[src/logic/aes_key_defines.svh]
`ifndef AES_KEY_DEFINES_SVH
`define AES_KEY_DEFINES_SVH

// geometry of the AES-128 key schedule

// rounds produced by expansion
// the cipher key itself is stored on top of these as round 0
`define AES_ROUNDS 10

// bytes in one round key made of four words of four bytes
`define AES_KEY_BYTES 16

// bytes per key word as the unit that RotWord and SubWord act on
// the first word of each round key is the only one that passes the S-box
`define AES_WORD_BYTES 4

// key bytes arrive and leave in FIPS-197 order
// so byte 0 of a round key is the first byte on the wire
// and byte 15 is the last byte of the last word

`endif

[src/logic/aes_field_pkg.sv]
`default_nettype none

package aes_field_pkg;

    // one element of GF(2^8) reduced by x^8 + x^4 + x^3 + x + 1
    typedef logic [7:0] byte_t;

    // forward S-box in row order, entry 0 is the leftmost byte
    // so indexing the packed array with the input byte gives the output directly
    localparam byte_t [0:255] SBOX_TABLE = {
        256'h637c777bf26b6fc53001672bfed7ab76ca82c97dfa5947f0add4a2af9ca472c0,
        256'hb7fd9326363ff7cc34a5e5f171d8311504c723c31896059a071280e2eb27b275,
        256'h09832c1a1b6e5aa0523bd6b329e32f8453d100ed20fcb15b6acbbe394a4c58cf,
        256'hd0efaafb434d338545f9027f503c9fa851a3408f929d38f5bcb6da2110fff3d2,
        256'hcd0c13ec5f974417c4a77e3d645d197360814fdc222a908846eeb814de5e0bdb,
        256'he0323a0a4906245cc2d3ac629195e479e7c8376d8dd54ea96c56f4ea657aae08,
        256'hba78252e1ca6b4c6e8dd741f4bbd8b8a703eb5664803f60e613557b986c11d9e,
        256'he1f8981169d98e949b1e87e9ce5528df8ca1890dbfe6426841992d0fb054bb16
    };

    // SubBytes on a single byte
    // the table is a constant so synthesis folds this into a 256 by 8 ROM
    // in the expander this feeds SubWord one byte at a time
    function automatic byte_t sbox(input byte_t a);
        return SBOX_TABLE[a];
    endfunction

    // multiply by x in the field
    // a carry out of bit 7 is folded back in with the low part of the polynomial
    // repeated application walks the round constants 01 02 04 .. 80 1b 36
    function automatic byte_t xtime(input byte_t a);
        byte_t shifted;
        shifted = {a[6:0], 1'b0};  // plain left shift, drops bit 7
        if (a[7]) begin
            shifted = shifted ^ 8'h1b;  // reduce modulo the AES polynomial
        end
        return shifted;
    endfunction

endpackage

`default_nettype wire

[src/logic/key_sched_pkg.sv]
`default_nettype none

`include "aes_key_defines.svh"

package key_sched_pkg;

    // round 0 holds the cipher key and rounds 1 to 10 the expanded keys
    typedef logic [$clog2(`AES_ROUNDS + 1)-1:0] round_t;

    // position of a byte inside one round key
    // 0 is the first key byte in FIPS-197 order
    typedef logic [$clog2(`AES_KEY_BYTES)-1:0] byte_idx_t;

    // states of the byte-serial expander
    typedef enum logic [1:0] {
        idle,    // nothing loaded since reset
        load,    // collecting the 16 cipher key bytes
        expand,  // producing rounds 1 to 10 one byte per cycle
        ready    // every round key is in the store
    } expand_state_t;

endpackage

`default_nettype wire

[src/logic/key_expand_byte.sv]
`timescale 1ns/1ps
`default_nettype none

`include "aes_key_defines.svh"

module key_expand_byte (
    input  logic                     clk,
    input  logic                     rst,
    input  aes_field_pkg::byte_t     key_byte,
    input  logic                     key_valid,
    input  logic                     key_first,
    output logic                     wr_en,
    output key_sched_pkg::round_t    wr_round,
    output key_sched_pkg::byte_idx_t wr_idx,
    output aes_field_pkg::byte_t     wr_data,
    output logic                     keys_ready
);

    // the shift register moves one byte towards index 0 per step
    // so at byte k of a round, slot 0 holds old byte k and slot 16-k holds new byte 0
    localparam int LAST_BYTE     = `AES_KEY_BYTES - 1;
    localparam int PREV_WORD_TAP = `AES_KEY_BYTES - `AES_WORD_BYTES;  // new byte k-4 sits here
    localparam int ROT_TAP       = PREV_WORD_TAP + 1;                 // old bytes 13 to 15 for k < 3
    localparam int WRAP_TAP      = PREV_WORD_TAP - `AES_WORD_BYTES + 1;  // old byte 12 at k == 3

    key_sched_pkg::expand_state_t state;
    key_sched_pkg::byte_idx_t     byte_cnt;   // byte position in the current key or round
    key_sched_pkg::round_t        round_cnt;  // round being produced while expanding
    aes_field_pkg::byte_t         rcon;       // round constant of the current round
    aes_field_pkg::byte_t         key_sr [`AES_KEY_BYTES];  // previous round key with the oldest byte at 0

    logic                         restart;      // key_first strobe seen this cycle
    logic                         load_accept;  // a key byte is taken this cycle
    logic                         expand_step;  // one expansion byte is produced this cycle
    logic                         shift_en;
    key_sched_pkg::byte_idx_t     load_idx;     // where the incoming key byte lands
    aes_field_pkg::byte_t         rot_byte;     // byte of RotWord(last word) for this position
    aes_field_pkg::byte_t         sub_byte;
    aes_field_pkg::byte_t         new_byte;     // next round key byte
    aes_field_pkg::byte_t         shift_in;

    // key_first always wins, even halfway through a load or an expansion
    assign restart     = key_valid && key_first;
    assign load_accept = key_valid && (key_first || state == key_sched_pkg::load);
    assign expand_step = (state == key_sched_pkg::expand) && !restart;
    assign shift_en    = load_accept || expand_step;
    assign load_idx    = key_first ? '0 : byte_cnt;

    // RotWord picks old bytes 13, 14, 15 and then 12
    // the first three all pass through slot ROT_TAP as the register shifts
    assign rot_byte = (byte_cnt == key_sched_pkg::byte_idx_t'(`AES_WORD_BYTES - 1))
                    ? key_sr[WRAP_TAP]
                    : key_sr[ROT_TAP];
    assign sub_byte = aes_field_pkg::sbox(rot_byte);  // one S-box serves the whole word

    always_comb begin
        if (byte_cnt < key_sched_pkg::byte_idx_t'(`AES_WORD_BYTES)) begin
            new_byte = key_sr[0] ^ sub_byte;  // first word mixes in SubWord(RotWord(w3))
            if (byte_cnt == '0) begin
                new_byte = new_byte ^ rcon;  // only the leading byte carries the constant
            end
        end else begin
            // later words chain on the new word before them
            new_byte = key_sr[0] ^ key_sr[PREV_WORD_TAP];
        end
    end

    assign shift_in = load_accept ? key_byte : new_byte;  // key bytes enter the same way

    always_ff @(posedge clk) begin
        if (rst) begin
            state      <= key_sched_pkg::idle;
            byte_cnt   <= '0;
            round_cnt  <= '0;
            rcon       <= 8'h01;
            wr_en      <= 1'b0;
            keys_ready <= 1'b0;
        end else begin
            wr_en      <= shift_en;  // every shifted byte is also written to the store
            // ready shows one cycle after the state so the last write has landed
            keys_ready <= !restart && (state == key_sched_pkg::ready);

            if (load_accept) begin
                if (load_idx == key_sched_pkg::byte_idx_t'(LAST_BYTE)) begin
                    state     <= key_sched_pkg::expand;  // full key in the register
                    byte_cnt  <= '0;
                    round_cnt <= key_sched_pkg::round_t'(1);
                    rcon      <= 8'h01;
                end else begin
                    state    <= key_sched_pkg::load;
                    byte_cnt <= load_idx + 1'b1;
                end
            end else if (expand_step) begin
                byte_cnt <= byte_cnt + 1'b1;  // wraps to 0 at the end of a round
                if (byte_cnt == key_sched_pkg::byte_idx_t'(LAST_BYTE)) begin
                    if (round_cnt == key_sched_pkg::round_t'(`AES_ROUNDS)) begin
                        state <= key_sched_pkg::ready;
                    end else begin
                        round_cnt <= round_cnt + 1'b1;
                        rcon      <= aes_field_pkg::xtime(rcon);  // next constant in the chain
                    end
                end
            end
        end
    end

    // the register and the write port advance together on every shifted byte
    always_ff @(posedge clk) begin
        if (shift_en) begin
            for (int i = 0; i < LAST_BYTE; i++) begin
                key_sr[i] <= key_sr[i + 1];
            end
            key_sr[LAST_BYTE] <= shift_in;
            wr_round <= load_accept ? '0 : round_cnt;     // the cipher key is round 0
            wr_idx   <= load_accept ? load_idx : byte_cnt;
            wr_data  <= shift_in;
        end
    end

endmodule

`default_nettype wire

[src/logic/round_key_store.sv]
`timescale 1ns/1ps
`default_nettype none

`include "aes_key_defines.svh"

module round_key_store (
    input  logic                     clk,
    input  logic                     wr_en,
    input  key_sched_pkg::round_t    wr_round,
    input  key_sched_pkg::byte_idx_t wr_idx,
    input  aes_field_pkg::byte_t     wr_data,
    input  key_sched_pkg::round_t    rd_round,
    input  key_sched_pkg::byte_idx_t rd_idx,
    output aes_field_pkg::byte_t     rd_data
);

    // cipher key plus ten expanded keys, 176 bytes in all
    localparam int DEPTH  = (`AES_ROUNDS + 1) * `AES_KEY_BYTES;
    localparam int ADDR_W = $clog2(DEPTH);

    aes_field_pkg::byte_t mem [DEPTH];  // round major, byte minor
    logic [ADDR_W-1:0]    wr_addr;
    logic [ADDR_W-1:0]    rd_addr;

    // flat address is round times key bytes plus the byte index
    // the widest round index still fits in ADDR_W so nothing wraps here
    assign wr_addr = ADDR_W'(wr_round) * ADDR_W'(`AES_KEY_BYTES) + ADDR_W'(wr_idx);
    assign rd_addr = ADDR_W'(rd_round) * ADDR_W'(`AES_KEY_BYTES) + ADDR_W'(rd_idx);

    // single write port driven by the expander
    always_ff @(posedge clk) begin
        if (wr_en && wr_addr < ADDR_W'(DEPTH)) begin  // rounds above 10 have no storage
            mem[wr_addr] <= wr_data;
        end
    end

    // registered read gives the data one cycle after the address
    // an address past the last round reads as zero rather than garbage
    always_ff @(posedge clk) begin
        if (rd_addr < ADDR_W'(DEPTH)) begin
            rd_data <= mem[rd_addr];
        end else begin
            rd_data <= '0;
        end
    end

endmodule

`default_nettype wire

[src/logic/add_round_key.sv]
`timescale 1ns/1ps
`default_nettype none

`include "aes_key_defines.svh"

module add_round_key (
    input  logic                     clk,
    input  logic                     rst,
    input  logic                     keys_ready,
    input  aes_field_pkg::byte_t     ark_data,
    input  logic                     ark_valid,
    input  logic                     ark_first,
    input  key_sched_pkg::round_t    ark_round,
    output key_sched_pkg::round_t    rd_round,
    output key_sched_pkg::byte_idx_t rd_idx,
    input  aes_field_pkg::byte_t     rd_data,
    output aes_field_pkg::byte_t     ark_out,
    output logic                     ark_out_valid
);

    localparam int LAST_BYTE = `AES_KEY_BYTES - 1;

    key_sched_pkg::byte_idx_t byte_cnt;   // position of the next byte in the block
    key_sched_pkg::round_t    cur_round;  // round latched at the start of the block
    logic                     accept;     // data byte taken this cycle
    aes_field_pkg::byte_t     data_d;     // data waiting for its key byte
    logic                     valid_d;

    // without a complete schedule the store holds nothing useful so bytes are dropped
    assign accept = ark_valid && keys_ready;

    // stage one issues the read straight from the inputs
    // ark_first overrides the counter and the latched round in the same cycle
    assign rd_round = ark_first ? ark_round : cur_round;
    assign rd_idx   = ark_first ? '0 : byte_cnt;

    always_ff @(posedge clk) begin
        if (rst) begin
            byte_cnt      <= '0;
            cur_round     <= '0;
            valid_d       <= 1'b0;
            ark_out_valid <= 1'b0;
        end else begin
            valid_d       <= accept;   // stage one valid
            ark_out_valid <= valid_d;  // stage two valid two cycles after the strobe
            if (accept) begin
                cur_round <= rd_round;  // equal to cur_round unless ark_first was set
                if (rd_idx == key_sched_pkg::byte_idx_t'(LAST_BYTE)) begin
                    byte_cnt <= '0;  // a new block may follow without ark_first
                end else begin
                    byte_cnt <= rd_idx + 1'b1;
                end
            end
        end
    end

    // data byte and key byte meet in stage two
    always_ff @(posedge clk) begin
        data_d  <= ark_data;           // lines up with rd_data on the next cycle
        ark_out <= data_d ^ rd_data;   // AddRoundKey for one byte
    end

endmodule

`default_nettype wire

[src/logic/key_schedule_top.sv]
`timescale 1ns/1ps
`default_nettype none

module key_schedule_top (
    input  logic                  clk,
    input  logic                  rst,
    input  aes_field_pkg::byte_t  key_byte,
    input  logic                  key_valid,
    input  logic                  key_first,
    output logic                  keys_ready,
    input  aes_field_pkg::byte_t  ark_data,
    input  logic                  ark_valid,
    input  logic                  ark_first,
    input  key_sched_pkg::round_t ark_round,
    output aes_field_pkg::byte_t  ark_out,
    output logic                  ark_out_valid
);

    // write side, expander into the store
    logic                     wr_en;
    key_sched_pkg::round_t    wr_round;
    key_sched_pkg::byte_idx_t wr_idx;
    aes_field_pkg::byte_t     wr_data;

    // read side, AddRoundKey against the store
    key_sched_pkg::round_t    rd_round;
    key_sched_pkg::byte_idx_t rd_idx;
    aes_field_pkg::byte_t     rd_data;

    key_expand_byte u_expand (
        .clk        (clk),
        .rst        (rst),
        .key_byte   (key_byte),
        .key_valid  (key_valid),
        .key_first  (key_first),
        .wr_en      (wr_en),
        .wr_round   (wr_round),
        .wr_idx     (wr_idx),
        .wr_data    (wr_data),
        .keys_ready (keys_ready)  // also gates the consumer
    );

    round_key_store u_store (
        .clk      (clk),
        .wr_en    (wr_en),
        .wr_round (wr_round),
        .wr_idx   (wr_idx),
        .wr_data  (wr_data),
        .rd_round (rd_round),
        .rd_idx   (rd_idx),
        .rd_data  (rd_data)
    );

    add_round_key u_ark (
        .clk           (clk),
        .rst           (rst),
        .keys_ready    (keys_ready),
        .ark_data      (ark_data),
        .ark_valid     (ark_valid),
        .ark_first     (ark_first),
        .ark_round     (ark_round),
        .rd_round      (rd_round),
        .rd_idx        (rd_idx),
        .rd_data       (rd_data),
        .ark_out       (ark_out),
        .ark_out_valid (ark_out_valid)
    );

endmodule

`default_nettype wire

[config.mk]
export PLATFORM = sky130hd
export DESIGN_NAME = key_schedule_top
export DESIGN_NICKNAME = d
export VERILOG_FILES = /design/src/logic/aes_field_pkg.sv /design/src/logic/key_sched_pkg.sv /design/src/logic/key_expand_byte.sv /design/src/logic/round_key_store.sv /design/src/logic/add_round_key.sv /design/src/logic/key_schedule_top.sv
export VERILOG_INCLUDE_DIRS = /design/src /design/src/logic
export SDC_FILE = /design/constraint.sdc
export NUM_CORES = 2
export LEC_CHECK = 0
export ABC_CLOCK_PERIOD_IN_PS = 8200
export BUFFER_PORTS_ARGS = -buffer_cell sky130_fd_sc_hd__buf_2
export CORE_UTILIZATION = 60
export DETAILED_ROUTE_END_ITERATION = 10
export PLACE_DENSITY_LB_ADDON = 0.2
export SYNTH_ARGS = -nofsm -noshare
export SYNTH_HDL_FRONTEND = slang
export SYNTH_SLANG_ARGS = --single-unit
[constraint.sdc]
create_clock -name clk -period 8.2 [get_ports clk]
set_clock_uncertainty 0.15 [all_clocks]
set_input_delay 0.82 -clock clk [delete_from_list [all_inputs] [get_ports clk]]
set_output_delay 0.82 -clock clk [all_outputs]
set_load 0.01 [all_outputs]
# Word-level counts from Yosys, hierarchy flattened
# Memories as Yosys holds them, arrays and structs flattened. A register that Yosys moved wholly into a read port is not among the register bits.
# Index checks and enable logic that the tools add are counted.
# Widths: inputs -> output; s select.
[totals] register_bits=62 latch_bits=0 ramBits=1536 rom_bits=2048 in_bits=26 output_inout_bits=10 memories=3
[memory_table] name="(no name shown)" depth=256 width=8 read_ports=1 rd_clocked_by_memory_dff=0 write_ports=0 line="aes_field_pkg.sv:25" source="return SBOX_TABLE[a];"
[memory_table] name="u_store.mem" depth=176 width=8 read_ports=1 rd_clocked_by_memory_dff=1 write_ports=1 line="round_key_store.sv:21" source="aes_field_pkg::byte_t mem [DEPTH];"
[memory_table] name="u_expand.key_sr" depth=16 width=8 read_ports=16 rd_clocked_by_memory_dff=0 write_ports=16 line="key_expand_byte.sv:30" source="aes_field_pkg::byte_t key_sr [`AES_KEY_BYTES];"
[classes] add_sub_neg=6 n_mul=0 div_mod_pow=0 order_cmp=4 eq_ne=10 shifts=0 n_mux=34 bitwise=6 reduce_logical=16
[op_table] cell="$mux 8" count=11
[op_table] cell="$mux 4" count=13
[op_table] cell="$xor 8x8->8" count=4
[op_table] cell="$add 4x1->4 const B" count=4
[op_table] cell="$add 8x4->8" count=2
[op_table] cell="$eq 4x4->1 const B" count=4
[op_table] cell="$lt 8x8->1 const B" count=2
[op_table] cell="$mux 2" count=5
[op_table] cell="$ge 9x9->1 const B" count=1
[op_table] cell="$not 8->9" count=1
[op_table] cell="$logic_and 1x1->1" count=6
[op_table] cell="$reduce_bool 2->1" count=3
[op_table] cell="$mux 5" count=1
[op_table] cell="$eq 2x2->1 const B" count=2
[op_table] cell="$eq 4x2->1 const B" count=1
[op_table] cell="$logic_not 4->1" count=1
[op_table] cell="$lt 4x3->1 const B" count=1
[op_table] cell="$mux 1" count=4
[op_table] cell="$not 4->4" count=1
[op_table] cell="$reduce_and 4->1" count=1
[op_table] cell="$reduce_and 3->1" count=1
[op_table] cell="$eq 2x1->1 const B" count=1
[op_table] cell="$logic_not 1->1" count=2
[op_table] cell="$logic_or 1x1->1" count=2
[op_table] cell="other kinds (2)" count=2

# Longest topological paths before layout
[logic_depth] word_depth=11 mapped_depth=17 mapped_depth_nobuf=14

# Cells and area by module
# Synthesis repeated with hierarchy kept, for this count alone.
[hier_totals] hier_cells=3606 hier_area_um2=65938.2
[modules_own_cells] mod="round_key_store" n_inst=1 cells_each=2512 area_per_inst_um2=55280.5 seq_area_each_um2=42440.7
[modules_own_cells] mod="key_expand_byte" n_inst=1 cells_each=1017 area_per_inst_um2=9780.6 seq_area_each_um2=4484.3
[modules_own_cells] mod="add_round_key" n_inst=1 cells_each=77 area_per_inst_um2=877.1 seq_area_each_um2=520.5

# Worst setup path before layout
# OpenSTA, ideal clock, no wires.
[synth_path] kind="input to register" startpoint="in key_first" endpoint="reg u_expand.byte_cnt[3]" setup_ns=0.117 t_arrival_ns=5.983 slack_ns=1.951 cell_stages=7 n_path_buf=2 path_cell_list="clkbuf_1 -> o21a_1 -> or2_2 -> clkbuf_1 -> nand4_1 -> xnor2_1 -> and4b_1"
[synth_via] elab_chain_cells=4 elab_cells_between_ends=11
[synth_rtl] element="start, declared" line="key_schedule_top.sv:9" source="input logic key_first,"
[synth_rtl] element="$mux 4 or $logic_and 1x1->1 (tied branches)" line="key_expand_byte.sv:47, key_expand_byte.sv:43"
[synth_rtl] element="$add 4x1->4, or another cell as far along" line="key_expand_byte.sv:91" source="byte_cnt <= load_idx + 1'b1;"
[synth_rtl] element="$mux 4 or $logic_and 1x1->1 (tied branches)" line="key_expand_byte.sv:84, key_expand_byte.sv:45"
[synth_rtl] element="$mux 4 or $reduce_bool 2->1 (tied branches)"
[synth_rtl] element="end signal, assigned" line="key_expand_byte.sv:91"
[synth_rtl] element="end signal, assigned" line="key_expand_byte.sv:94" source="byte_cnt <= byte_cnt + 1'b1;"
[synth_rtl] element="end, declared" line="key_expand_byte.sv:27" source="key_sched_pkg::byte_idx_t byte_cnt;"
# Parallel ways exist; a longest one is shown, timed or not.
# A chain may end at the register's enable or synchronous reset.

==> reports/results.ini <==
[status]
status = finished clean

[floorplanning]
dieWidth_um = 335.4
fp-row-count = 121
die-area_mm2 = 0.1125
start_util_pct = 60.86
die_h_um = 335.4
core_mm2 = 0.1096
io_pins = 36

[pwr]
p_seq_share_pct = 54.1
p_sw_uw = 3739
clkPwrFrac_pct = 40.6
ir_drop_mv = 0.3202
p_comb_share_pct = 5.3
cellLeakagePower_uw = 0.02241
p_sw_share_pct = 21.97
power_density_mw_per_mm2 = 232.8
p_int_uw = 13280

[worst_hold_path]
min_path_type = in2reg

[grt]
grt_pass1_wl_um = 260400
grt_max_degree = 178
busiest_layer = met2
met3_usage_pct = 6.797
use_met2_pct = 47.76
track_usage_pct = 31.86
gr-usage-met1_pct = 46.80
first_global_vias = 38150
antenna_found_initial = 3
grt.overflow.total = 0

[route]
via_per_inst = 6.883
via_count = 40090
wl_per_cell_um = 30.71
drt_pass1_iterations = 7
drt_iter0_markers = 5715
ant_nets = 0
drc = 0
routed_wl_um = 178900

[logic_synthesis]
avgSynthCellArea_um2 = 15.59
ys.flop_type = edfxtp_1
synth_warnings = 0
syn_area_mm2 = 0.06671
synth.distinct_cells = 82
synth_fp_nets = 4320
synth_seq_cells = 1598
seq_area_frac_synth_pct = 71.12
asyncSetResetFlopFracSynth_pct = 0
synthCells = 4280
synth_edf_count = 1544

[clock_network]
clk_pin_slew_ns = 0.06
cts_inserted_buffers = 157
clockRootBuffer = clkbuf_16
clockBufferDepth = 3
clock_latency_ns = 0.77
cts_sinks = 1598
cts_tree = done
htreeDepth = 4
ctsResizeCount = 0

[finish]
final_util_pct = 66.69
final_cell_mix = edfxtp_1 (1544), nor2_1 (287), a21oi_1 (234)
syn2layout_area_growth_pct = 9.579
drive_gt1_share_pct = 14.65
final_common_cell = edfxtp_1
final_nets = 4260
instances_no_fill = 5825

[setup_path]
setup.worst_path.start_class = register
max_stage_delay_ns = 0.81
cp.arrival_ns = 5.55
slowest_stage = ha_1
setup.worst_path.end_class = register
worstSetupPathType = reg2reg
crit_chain = ha_1 > or3b_4 > mux2i_2 > buf_4 > inv_1 > ha_1 > inv_1 > nor2_1 > a2111oi_0 > o31ai_1 > nand3_1 > xnor2_1 > a211oi_1
cp.required_ns = 8.46
crit_fanout = 17

[sta]
hold_viol_final = 0
rsz0062_at_grt = no
fin_tns_setup_ns = 0
drv_slew = 0
period_minus_slack_ns = 5.287
slew_headroom_pct = 14.03
final.period_utilization_pct = 64.47
holdWs_ns = 0.2308
fmax_mhz = 189.1
setup_viol_count_final = 0
worstMarginPinSlew_ns = 1.290

[placement]
dp.cells = 5529
place.gp.congestion = 0.9836
dpl.hpwl_um = 106300
portBuffers = 35

[flow_run]
cap_violations = 0

-- power groups by stage --
stage          Combinational (uW)  Sequential, uW  Clock (uW)
2_1_floorplan                 371            9490           0
3_3_place_gp                  866            9370           0
3_5_place_dp                  871            9370           0
4_1_cts                       876            9200        6970
5_1_grt                       937            9200        7280
6_report                      905            9200        6910
-- repair_timing --
action | in CTS | in global routing
endpoints found under the hold margin | 8 | 0
hold buffers | 8 | 0
setup buffers | 0 | 0
endpoints found under the setup margin | 0 | 0
-- worst max-delay path, delay by kind of cell (launching register included) --
kind	cells	cell delay, ns
AOI/OAI and AO/OA	3	0.61
muxes	1	0.21
xor gates and xnor gates	1	0.22
DFF	1	0.37
buffers and inverters	3	0.90
and+or+nand+nor	3	1.41
adders and majority gates	2	1.03
-- flip-flops by register name (all words and copies together), names as in the netlist, 8 cells and up --
register	flops
u_ark.data_d	8
u_store.rd_data	8
u_ark.ark_out	8
u_expand.key_sr	128
u_store.mem	1408
u_expand.rcon	8
-- final timing paths --
| kind | start | end | slack (ns) | cells past startpoint |
|---|---|---|---|---|
| max reg2reg | u_expand.byte_cnt[0] | u_expand.key_sr[15][1] | 2.91 | 13 |
| min | key_valid | u_expand.byte_cnt[2] | 0.23 | 3 |
| max | u_expand.byte_cnt[0] | u_expand.key_sr[15][1] | 2.91 | 13 |
| min reg2reg | u_expand.key_sr[2][5] | u_expand.key_sr[1][5] | 0.23 | 0 |
-- cell usage after synthesis, types with 13 or more instances --
cell | n | area share, %
clkbuf_1 | 230 | 1.3
buf_1 | 47 | 0.26
dfxtp_1 | 54 | 1.6
mux2i_1 | 233 | 3.5
nand2_1 | 222 | 1.2
a22oi_1 | 47 | 0.53
inv_1 | 16 | 0.090
nor2_1 | 289 | 1.6
nand3b_1 | 14 | 0.16
nor3b_1 | 13 | 0.15
and2_1 | 15 | 0.14
mux2_2 | 124 | 2.1
xnor2_1 | 18 | 0.24
a221oi_1 | 64 | 0.84
nor2b_1 | 27 | 0.25
o221ai_1 | 114 | 1.5
a211oi_1 | 59 | 0.66
ha_1 | 14 | 0.26
edfxtp_1 | 1544 | 70
a311oi_1 | 23 | 0.30
o211ai_1 | 28 | 0.32
xor2_1 | 25 | 0.33
o31ai_1 | 19 | 0.21
nand3_1 | 113 | 0.85
nand2b_1 | 23 | 0.22
buf_2 | 49 | 0.37
o311ai_0 | 15 | 0.20
o21ai_0 | 163 | 1.2
nor3_1 | 44 | 0.33
a31oi_1 | 36 | 0.34
mux4_2 | 146 | 4.9
a21oi_1 | 234 | 1.8
o22ai_1 | 63 | 0.59
-- cells by family after synthesis --
group	after synthesis	synth area share, %
flip-flops	1598	71.12
AO/OA/AOI/OAI	952	9.630
AND/OR/NAND/NOR	802	5.437
multiplexers	513	10.75
buffers and inverters	358	2.236
XOR/XNOR	43	0.5646
adder cells (fa/ha/maj)	14	0.2626
-- cell type report --
class | count | area (um^2)
timing repair buffer | 122 | 925.9
multi-input combinational | 2324 | 17860
sequential | 1598 | 47460
fill | 7475 | 36510
inverter | 17 | 67.56
tap | 1476 | 1847
antenna | 1 | 2.502
clock buffer | 215 | 4293
clock inverter | 72 | 648.1
-- routing by layer --
layer	up-vias	routed length, um
met1	20340	72300
met3	372	18590
met5	-	50
met4	6	6081
met2	2383	81860
li1	16990	-
-- through the flow --
step	total power (uW)	worst slack (ns)	instance area [um^2]
detailed placement	10240	3.128	68070
floorplan	9863	1.951	66710
global placement	10230	3.111	68070
CTS	17040	3.094	73100
global route	17410	2.727	73100
finish	17020	2.913	73100
No activity file was read; power rests on OpenSTA's default activity.
